### config.mk
export PLATFORM = sky130hd
export DESIGN_NAME = enc_ctrl
export DESIGN_NICKNAME = d
export VERILOG_FILES = /design/src/hw/enc_pkg.sv /design/src/hw/enc_ctrl.sv /design/src/hw/enc_period.sv /design/src/hw/enc_quad.sv /design/src/hw/debounce.sv
export SDC_FILE = /design/constraint.sdc
export NUM_CORES = 1
export LEC_CHECK = 0
export ABC_AREA = 1
export BUFFER_PORTS_ARGS = -buffer_cell sky130_fd_sc_hd__buf_2
export CORE_UTILIZATION = 48
export CTS_BUF_LIST = sky130_fd_sc_hd__clkbuf_8
export DETAILED_ROUTE_END_ITERATION = 8
export GPL_ROUTABILITY_DRIVEN = 0
export PLACE_DENSITY = 0.71
export RECOVER_POWER = 25
export SLEW_MARGIN = 20
export SYNTH_ARGS = -nofsm -noshare
export SYNTH_HDL_FRONTEND = slang
export SYNTH_SLANG_ARGS = --single-unit
### constraint.sdc
create_clock -name sysclk -period 2.1 [get_ports sysclk]
set_input_delay 0.315 -clock sysclk [delete_from_list [all_inputs] [get_ports sysclk]]
set_output_delay 0.315 -clock sysclk [all_outputs]
set_load 0.1 [all_outputs]
### src/hw/enc_pkg.sv
`default_nettype none

package enc_pkg;

    // --------------------
    // channel setup
    // --------------------
    localparam int num_channels = 4;     // encoder channels, numbered 1 to num_channels

    // input filter
    localparam int deb_len   = 4;           // cycles a new level must hold
    localparam int deb_delay = 2 + deb_len; // two sync flops plus the filter

    // --------------------
    // register map
    // --------------------
    localparam logic [3:0] addr_main    = 4'h0; // block id in reg_waddr[15:12]
    localparam logic [3:0] off_enc_load = 4'h4; // preload offset in reg_waddr[3:0]

    // reset and fill values
    localparam logic [23:0] preload_init  = 24'h800000;   // half scale
    localparam logic [31:0] bad_chan_word = 32'd2845;     // no such channel
    localparam logic [31:0] count_max     = 32'h7fffffff; // period counter ceiling

    // read offset, addr[4:3]
    typedef enum logic [1:0] {
        off_enc_data = 2'd0,  // position plus overflow
        off_per_data = 2'd1,  // last edge-to-edge period
        off_res      = 2'd2,  // reserved, reads zero
        off_run_data = 2'd3   // cycles since latest edge
    } enc_off_e;

endpackage

`default_nettype wire
### src/hw/enc_ctrl.sv
`default_nettype none

// encoder block top
// filters, decoders and speed counters per channel, preload writes, read mux
module enc_ctrl import enc_pkg::*; (
    input  wire                   sysclk,
    input  wire                   reset,      // sync, active low
    input  wire  [num_channels:1] enc_a,      // raw A pins, bit n is channel n
    input  wire  [num_channels:1] enc_b,      // raw B pins
    input  wire  [5:0]            addr,       // read address, bit 5 unused
    output logic [31:0]           data,       // read word, combinational
    input  wire  [15:0]           reg_waddr,  // write address
    input  wire  [31:0]           reg_wdata,  // write data, low 24 bits used
    input  wire                   reg_wen     // write strobe
);

    // --------------------
    // per-channel wires
    // --------------------
    logic [num_channels:1] enc_a_filt;                // filtered A
    logic [num_channels:1] enc_b_filt;                // filtered B
    logic [num_channels:1] dir;                       // step direction
    logic [num_channels:1] set_enc;                   // preload strobe
    logic [23:0]           preload   [1:num_channels]; // preload registers
    logic [24:0]           quad_data [1:num_channels]; // {ovf, count}
    logic [31:0]           perd_data [1:num_channels]; // {dir, period}
    logic [31:0]           run_data  [1:num_channels]; // cycles since edge

    // write decode
    logic       wr_hit;     // block id and offset match
    logic [3:0] wr_chan;    // target channel

    // read decode
    logic [2:0] rd_chan;
    enc_off_e   rd_off;

    // --------------------
    // channel datapaths
    // --------------------
    for (genvar i = 1; i <= num_channels; i++) begin : g_chan
        debounce u_filt_a (
            .sysclk (sysclk),
            .reset  (reset),
            .raw    (enc_a[i]),
            .filt   (enc_a_filt[i])
        );

        debounce u_filt_b (
            .sysclk (sysclk),
            .reset  (reset),
            .raw    (enc_b[i]),
            .filt   (enc_b_filt[i])
        );

        // position
        enc_quad u_quad (
            .sysclk    (sysclk),
            .reset     (reset),
            .a         (enc_a_filt[i]),
            .b         (enc_b_filt[i]),
            .set       (set_enc[i]),
            .preload   (preload[i]),
            .quad_data (quad_data[i]),
            .dir       (dir[i])
        );

        // speed
        enc_period u_period (
            .sysclk    (sysclk),
            .reset     (reset),
            .a         (enc_a_filt[i]),
            .b         (enc_b_filt[i]),
            .dir       (dir[i]),
            .perd_data (perd_data[i]),
            .run_data  (run_data[i])
        );
    end

    // --------------------
    // preload writes
    // --------------------
    assign wr_hit  = reg_wen && (reg_waddr[15:12] == addr_main)
                             && (reg_waddr[3:0] == off_enc_load);
    assign wr_chan = reg_waddr[7:4];

    // preload lands one cycle after the write, set_enc pulses the next
    always_ff @(posedge sysclk) begin
        if (!reset) begin
            set_enc <= '0;
            for (int i = 1; i <= num_channels; i++)
                preload[i] <= preload_init;     // matches the counters' reset
        end else begin
            set_enc <= '0;                      // one-cycle strobe
            for (int i = 1; i <= num_channels; i++) begin
                if (wr_hit && wr_chan == i) begin   // channel 0 never matches
                    preload[i] <= reg_wdata[23:0];
                    set_enc[i] <= 1'b1;
                end
            end
        end
    end

    // --------------------
    // read mux
    // --------------------
    assign rd_chan = addr[2:0];
    assign rd_off  = enc_off_e'(addr[4:3]);

    always_comb begin
        data = bad_chan_word;                   // channel 0 or out of range
        for (int i = 1; i <= num_channels; i++) begin
            if (rd_chan == i) begin
                case (rd_off)
                    off_enc_data: data = {7'd0, quad_data[i]};
                    off_per_data: data = perd_data[i];
                    off_run_data: data = run_data[i];
                    default:      data = 32'd0;  // reserved slot
                endcase
            end
        end
    end

endmodule

`default_nettype wire

### src/hw/enc_period.sv
`default_nettype none

// speed measurement for one channel
// period between the last two edges, plus time since the latest one
module enc_period import enc_pkg::*; (
    input  wire         sysclk,
    input  wire         reset,      // sync, active low
    input  wire         a,          // filtered A
    input  wire         b,          // filtered B
    input  wire         dir,        // from the decoder
    output logic [31:0] perd_data,  // {dir, period}
    output logic [31:0] run_data    // cycles since last edge
);

    logic        a_prev;     // last cycle's pair
    logic        b_prev;
    logic        edge_seen;  // any change on A or B
    logic [31:0] run_cnt;    // free-running, restarts on each edge
    logic [30:0] perd_cnt;   // period to capture on this edge

    // --------------------
    // edge detect
    // --------------------
    // own copy of the previous pair, only dir comes from the decoder
    assign edge_seen = (a != a_prev) || (b != b_prev);

    always_ff @(posedge sysclk) begin
        if (!reset) begin
            a_prev <= 1'b0;
            b_prev <= 1'b0;
        end else begin
            a_prev <= a;
            b_prev <= b;
        end
    end

    // --------------------
    // running counter
    // --------------------
    // the edge cycle itself counts, hence the plus one
    assign perd_cnt = (run_cnt == count_max) ? count_max[30:0] : run_cnt[30:0] + 31'd1;

    always_ff @(posedge sysclk) begin
        if (!reset) begin
            run_cnt <= '0;
        end else if (edge_seen) begin
            run_cnt <= '0;                    // new interval
        end else if (run_cnt != count_max) begin
            run_cnt <= run_cnt + 32'd1;       // stalls at count_max
        end
    end

    // --------------------
    // period capture
    // --------------------
    // dir still holds the step that opened the interval
    always_ff @(posedge sysclk) begin
        if (!reset)
            perd_data <= '0;                  // zero until the first edge
        else if (edge_seen)
            perd_data <= {dir, perd_cnt};
    end

    assign run_data = run_cnt;

endmodule

`default_nettype wire

### src/hw/enc_quad.sv
`default_nettype none

// x4 quadrature decoder, position counter with sticky overflow
module enc_quad import enc_pkg::*; (
    input  wire         sysclk,
    input  wire         reset,      // sync, active low
    input  wire         a,          // filtered A
    input  wire         b,          // filtered B
    input  wire         set,        // one-cycle preload strobe
    input  wire  [23:0] preload,    // value loaded on set
    output logic [24:0] quad_data,  // {ovf, count}
    output logic        dir         // 1 = forward, A leads B
);

    logic        a_prev;   // last cycle's pair
    logic        b_prev;
    logic [23:0] count;    // position
    logic        ovf;      // sticky wrap flag
    logic        step;     // legal single-line change
    logic        fwd;      // direction of this step

    // --------------------
    // step decode
    // --------------------
    // exactly one line moved; both moving at once is dropped
    assign step = (a ^ a_prev) ^ (b ^ b_prev);

    // forward order is 00 -> 10 -> 11 -> 01 -> 00 on {a, b}
    assign fwd = a ^ b_prev;

    always_ff @(posedge sysclk) begin
        if (!reset) begin
            a_prev <= 1'b0;   // filters come out of reset low
            b_prev <= 1'b0;
            dir    <= 1'b0;
        end else begin
            a_prev <= a;
            b_prev <= b;
            if (step)
                dir <= fwd;
        end
    end

    // --------------------
    // position counter
    // --------------------
    always_ff @(posedge sysclk) begin
        if (!reset) begin
            count <= preload_init;
            ovf   <= 1'b0;
        end else if (set) begin
            count <= preload;     // load beats a same-cycle step
            ovf   <= 1'b0;
        end else if (step) begin
            if (fwd) begin
                count <= count + 24'd1;
                if (count == 24'hffffff)
                    ovf <= 1'b1;  // wrapped going up
            end else begin
                count <= count - 24'd1;
                if (count == 24'd0)
                    ovf <= 1'b1;  // wrapped going down
            end
        end
    end

    assign quad_data = {ovf, count};

endmodule

`default_nettype wire

### src/hw/debounce.sv
`default_nettype none

// one encoder line, pin to clean level
module debounce import enc_pkg::*; (
    input  wire  sysclk,
    input  wire  reset,   // sync, active low
    input  wire  raw,     // async pin
    output logic filt     // filtered level
);

    logic sync_1;                      // first sync stage
    logic sync_2;                      // second sync stage, safe to use
    logic [$clog2(deb_len)-1:0] cnt;   // cycles sync_2 has differed from filt

    // --------------------
    // synchronizer
    // --------------------
    always_ff @(posedge sysclk) begin
        if (!reset) begin
            sync_1 <= 1'b0;
            sync_2 <= 1'b0;
        end else begin
            sync_1 <= raw;
            sync_2 <= sync_1;
        end
    end

    // --------------------
    // stability counter
    // --------------------
    // filt follows only after deb_len matching samples
    always_ff @(posedge sysclk) begin
        if (!reset) begin
            cnt  <= '0;
            filt <= 1'b0;
        end else if (sync_2 != filt) begin
            if (cnt == deb_len - 1) begin
                filt <= sync_2;       // held long enough
                cnt  <= '0;
            end else begin
                cnt <= cnt + 1'b1;
            end
        end else begin
            cnt <= '0;                // back to old level, start over
        end
    end

endmodule

`default_nettype wire

=== Word-level counts from Yosys, hierarchy flattened ===
Memories as Yosys holds them, arrays and structs flattened.
Index checks and enable logic that the tools add are counted.

* Add/subtract/negate cells: 24
* Bitwise operators: 29
* Eq/ne operators: 51
* Mux-type cells: 53
* Reductions and logical operators: 52

{| class="wikitable"
|+ Operators with widths
! operator !! count
|-
| $mux W24 || 16
|-
| $pmux W32 S3 || 4
|-
| $add A32 B1 Y32 const B || 4
|-
| $eq A32 B31 Y1 const B || 4
|-
| $mux W32 || 4
|-
| $ne A32 B31 Y1 const B || 4
|-
| $add A31 B1 Y31 const B || 4
|-
| $mux W31 || 4
|-
| $add A24 B1 Y24 const B || 4
|-
| $eq A24 B24 Y1 const B || 4
|-
| $logic_not A24 Y1 || 4
|-
| $sub A24 B1 Y24 const B || 4
|-
| $mux W1 || 25
|-
| $reduce_or A3 Y1 || 8
|-
| $eq A2 B2 Y1 const B || 9
|-
| $add A2 B1 Y2 const B || 8
|-
| $ne A1 B1 Y1 || 16
|-
| $reduce_and A2 Y1 || 8
|-
| $reduce_bool A2 Y1 || 8
|-
| $reduce_or A2 Y1 || 8
|-
| $xor A1 B1 Y1 || 16
|-
| $reduce_and A3 Y1 || 4
|-
| $not A1 Y1 || 9
|-
| $eq A4 B2 Y1 const B || 2
|-
| other kinds (12) || 28
|}

* Word-level logic and storage cells: 271
* Input port bits: 65
* Memories: 1
* Bits in writable memories: 96
* Output and inout bits: 32
* Register bits after elaboration: 412

{| class="wikitable"
|+ Memories
! memory !! words !! width !! rd ports !! clocked after memory_dff !! write ports !! line !! source
|-
| preload || 4 || 24 || 4 || 0 || 4 || enc_ctrl.sv:24 || <nowiki>logic [23:0] preload [1:num_channels];</nowiki>
|}

=== Depth between registers and ports, before layout ===
* Word-level depth: 8
* Gate-level depth with buffers: 21
* Depth with buffers taken out: 18

=== Modules after synthesis ===
From an unflattened synthesis, not the netlist that was laid out.

* Cells, all modules: 5040
* Area total of the unflattened synthesis: 32522.4 um^2

{| class="wikitable"
|+ Modules (own cells, without submodules)
! module !! times used !! cells each !! sequential area each (um^2) !! area an instance (um^2)
|-
| enc_period || 4 || 455 || 1321.3 || 3196.8
|-
| enc_quad || 4 || 517 || 560.5 || 2915.3
|-
| enc_ctrl || 1 || 976 || 2962.8 || 6602.6
|-
| debounce || 8 || 22 || 100.1 || 183.9
|}

=== Least setup slack after synthesis ===
OpenSTA, ideal clock, no wires.

* Path type: input port to output port
* Start point: input port addr[3]
* End point: output port data[11]
* Arrival: 3326 ps
* Cell stages on the path: 6
* Path slack: -1541 ps
* Buffers on the path: 2
* Required time: 1785 ps
* Cells stage by stage: inv_1 -> nor2_1 -> clkbuf_1 -> buf_1 -> a21oi_1 -> o21ai_0

* Longest elaborated chain between the ends: 6
* Elaborated cells on any way between the ends: 11
* Those cells by class: eq/ne: 2; mux: 8; reduce/logical: 1

{| class="wikitable"
|+ RTL lines
! what !! line !! source
|-
| from (decl) || enc_ctrl.sv:10 || <nowiki>input wire [5:0] addr,</nowiki>
|-
| $eq A2 B2 Y1 (tied with other cells) || enc_ctrl.sv:113 || <nowiki>case (rd_off)</nowiki>
|-
| $pmux W32 S3 || enc_ctrl.sv:113 ||
|-
| $mux W32 (3 in a row) || enc_ctrl.sv:112 || <nowiki>if (rd_chan == i) begin</nowiki>
|-
| $mux W32 (*) || enc_ctrl.sv:112 ||
|-
| to (decl) || enc_ctrl.sv:11 || <nowiki>output logic [31:0] data,</nowiki>
|}

Every way passes the cells marked *; elsewhere a longest branch is shown, timed or not.

=== Worst setup path in the final report ===
* Start point: register g_chan[2].u_quad.count[11]
* End point: output port data[11]

* Longest elaborated chain between the ends: 4

{| class="wikitable"
|+ RTL lines
! what !! line !! source
|-
| from (decl) || enc_quad.sv:17 || <nowiki>logic [23:0] count;</nowiki>
|-
| from (signal assigned) || enc_quad.sv:49 || <nowiki>count <= preload_init;</nowiki>
|-
| from (signal assigned) || enc_quad.sv:52 || <nowiki>count <= preload;</nowiki>
|-
| from (signal assigned) || enc_quad.sv:56 || <nowiki>count <= count + 24'd1;</nowiki>
|-
| $pmux W32 S3 || enc_ctrl.sv:113 ||
|-
| $mux W32 (3 in a row) || enc_ctrl.sv:112 ||
|}

No other way between the ends.

==> summary.md <==
| Metric | Value |
|---|---|
| Leak Pwr | `17.9 nW` |
| Final Hold Fails | `0` |
| Clock sink total | `508` |
| Die X | `250 um` |
| Reg2reg setup slack | `-0.11 ns` |
| DR iter-0 viols | `4620` |
| Pin count of the biggest net entering global routing | `47` |
| Worst R2R Start | `g_chan[2].u_filt_a.filt` |
| Max Freq | `428 MHz` |
| Final WS setup | `-0.235 ns` |
| First-pass GRT wire length | `174 mm` |
| Fraction of final layout cells sized beyond drive strength 1 | `31.5%` |
| Pwr/cell area | `512 mW/mm2` |
| Synth Flop Type | `dfxtp_1` |
| Critical Path RT | `1.78 ns` |
| Met3 WL | `14.3 mm` |
| First-pass DRT Iterations | `8` |
| Synth top area cells | `dfxtp_1 28%, nand2_1 16%, edfxtp_1 9.8%` |
| Syn Nets | `4571` |
| Slowest CP cell | `dfxtp_4` |
| CTS tree | `built` |
| Worst setup EP type | `primary output` |
| CTS clock-pin slew for the worst setup and hold paths | `0.06 ns` |
| Unrepaired setup endpoints after global routing | `yes` |
| Number of enable-type register cells in the synthesized netlist | `96` |
| Die area | `0.0625 mm2` |
| Worst-margin pin slew | `0.952 ns` |
| Vias per cell | `5.90` |
| Min Tclk post-route | `2.33 ns` |
| Core Box Area | `0.0606 mm2` |
| HPWL Detailed | `83.1 mm` |
| Routed len/inst | `20.2 um` |
| CP max FO | `2` |
| Initial core utilization | `48.7%` |
| Worst path top cell family by delay | `simple AND/OR/NAND/NOR gates` |
| Worst-path cell chain | `inv_6, o211ai_1, nand2_1, nand3_2, nand2_2, o21ai_4, buf_12` |
| Port buffer count | `83` |
| Initial antenna violation count | `4` |
| Status | `complete, but fails checks` |
| Mapped Cells | `4486` |
| GRT Util Overall | `35.7%` |
| Crit. Startpoint | `g_chan[2].u_quad.count[11]` |
| Area leader, netlist | `dfxtp_1` |
| Synth cell count leaders | `1230 x nand2_1, 630 x inv_1, 512 x nor2_1` |
| Met1 wire length | `45.9 mm` |
| Yosys Warn Count | `0` |
| Top-area cell type share of the netlist area | `27.9%` |
| # rows | `90` |
| Fillers | `4979` |
| Metal2 WL | `51.1 mm` |
| R2R Path End | `g_chan[2].u_quad.ovf` |
| Failing checks | `negative setup slack` |
| TNS Setup | `-5.20 ns` |
| Synth Cell Area | `0.0295 mm2` |
| FF+latch count, synth | `508` |
| Io pins | `97` |
| Inserted Clock Buffers | `88` |
| Maximum vdd drop | `527 uV` |
| Worst Path Class, Setup | `reg2out` |
| Total of max-cap violations | `0` |
| Worst Hold Class | `in2reg` |
| Worst Setup EP | `data[11]` |
| Final setup vio count | `61` |
| Final #Nets | `5169` |
| Critical Path Stages | `7` |
| Die span in y | `250 um` |
| Worst-Skew Late Latency | `0.73 ns` |
| Pins Over Slew Limit | `0` |
| Total power after layout | `20.9 mW` |
| H-tree Lvls | `3` |
| Critical Path AT | `2.02 ns` |
| Area grow syn2layout | `38.1%` |
| Clock buffer depth | `3` |
| CP bufs+invs | `2` |
| Worst path max stage delay | `0.37 ns` |
| Residual DRC count | `0` |
| Final period util | `111%` |
| Drt total wl | `120 mm` |
| Vias in the first global route | `30700` |
| DR vias | `35000` |
| Final Skew | `0.0373 ns` |
| Worst R2R Path Depth | `8` |
| CP Launch Type | `flip-flop` |
| Syn Area/Cell | `6.58 um2` |
| Post-synth ARST share | `0%` |
| Grt total ovfl | `0` |
| Top routing layer used | `met5` |
| Cell with the most instances after synthesis | `nand2_1` |
| Routed Antenna Nets | `0` |
| Seq/Total Area, Yosys | `37.7%` |
| Root buffer cell | `clkbuf_8` |
| Library cells used by synthesis | `52` |
| Minimum setup slack after placement | `-0.284 ns` |
| Slew headroom | `36.5%` |
[cell families after synthesis]
kind of cell	synth area share (%)
DFF	37.7
xor gates and xnor gates	3.03
buffers and inverters	10.7
adders and majority gates	0.848
and+or+nand+nor	32.4
AOI/OAI and AO/OA	15.3
[final cells by class]
type | count | area, um2 | share of cell area (%)
multi-input cells | 3161 | 17800 | 43.6
flip-flops and latches | 508 | 11400 | 28.1
repair buffers | 683 | 6150 | 15.1
inverters | 642 | 2650 | 6.49
clock buffers | 109 | 1500 | 3.68
well taps | 782 | 978 | 2.40
clock inverters | 44 | 277 | 0.678
diodes | 3 | 7.51 | 0.0184
[stage by stage]
stage          instances  hold WS [ns]  cell area [um2]  utilization (%)
2_1_floorplan       4486         0.390            30100                -
3_3_place_gp        5584         0.402            34600             57.1
3_5_place_dp        5584         0.403            34600             57.1
4_1_cts             5831       0.00151            38200             63.1
5_1_grt             5930        0.0262            40800             67.3
6_report            5932        0.0356            40800             67.3
[worst register-to-register path: cells and delay by family (launching register included)]
kind                       cells  cell delay [ns]
DFF                            1             0.49
and+or+nand+nor                3             0.49
adders and majority gates      1             0.44
AOI/OAI and AO/OA              2             0.32
buffers and inverters          1             0.26
xor gates and xnor gates       1             0.17
[how the worst min path moves through the flow]
stage                                         start                        end  slack [ns]  depth (start not counted)
final                                  reg_wdata[3]             preload[0][99]        0.04                          3
after global routing                   reg_wdata[0]             preload[0][48]        0.03                          3
after CTS                              reg_wdata[3]             preload[0][99]       0.002                          3
after detailed placement  g_chan[1].u_filt_a.sync_1  g_chan[1].u_filt_a.sync_2        0.40                          2
after global placement    g_chan[1].u_filt_a.sync_1  g_chan[1].u_filt_a.sync_2        0.40                          2
after floorplan           g_chan[1].u_filt_a.sync_1  g_chan[1].u_filt_a.sync_2        0.39                          2
[flip-flops by register name (all words and copies together) (netlist names), 8 cells and up]
signal                     flops
g_chan.u_filt_a.cnt            8
g_chan.u_filt_b.cnt            8
g_chan.u_period.perd_data    128
g_chan.u_period.run_data     128
g_chan.u_quad.count           96
preload                       96
[routing by layer]
metal / vias up / GRT usage [%]
met1: 16100 / 47.2
met4: 2 / 20.9
met5: - / 0
met3: 537 / 7.77
met2: 2357 / 53.4
li1: 16000 / -
[power breakdown]
| part | internal [mW] | switching (mW) | leakage (nW) |
|---|---|---|---|
| registers | 10.0 | 0.132 | 4.33 |
| logic | 0.495 | 0.930 | 12.5 |
| clock network | 4.94 | 4.37 | 1.02 |
| total | 15.4 | 5.44 | 17.9 |
[cell usage in the layout, fill, tap and decap left out, types with 36 or more instances in the layout]
cell type / netlist / layout
nor4_1: 38 / 36
o21ai_0: 286 / 188
buf_4: 7 / 498
nand4_1: 93 / 93
a21oi_1: 158 / 136
edfxtp_1: 96 / 96
nor3_1: 67 / 57
o21ai_2: 0 / 41
o21ai_1: 2 / 51
xor2_1: 76 / 75
clkbuf_8: 0 / 109
buf_2: 30 / 48
nand2_1: 1230 / 1119
inv_1: 630 / 479
dfxtp_1: 412 / 252
o22ai_2: 0 / 52
nand3_1: 278 / 241
buf_12: 0 / 65
nor2_2: 5 / 92
nor2_1: 512 / 397
dfxtp_4: 0 / 44
dfxtp_2: 0 / 116
inv_4: 0 / 46
a22oi_1: 65 / 65
inv_2: 5 / 118
nand2_2: 6 / 97
o22ai_1: 110 / 42
[what timing repair did]
item	in CTS	in global routing
hold buffers	16	0
buffers inserted	90	101
endpoints found under the setup margin	69	342
gates cloned	3	8
pin swaps	114	182
hold endpoints to repair	18	0
gates resized for setup	494	620
Note: power is estimated with default switching activity, not from simulation.
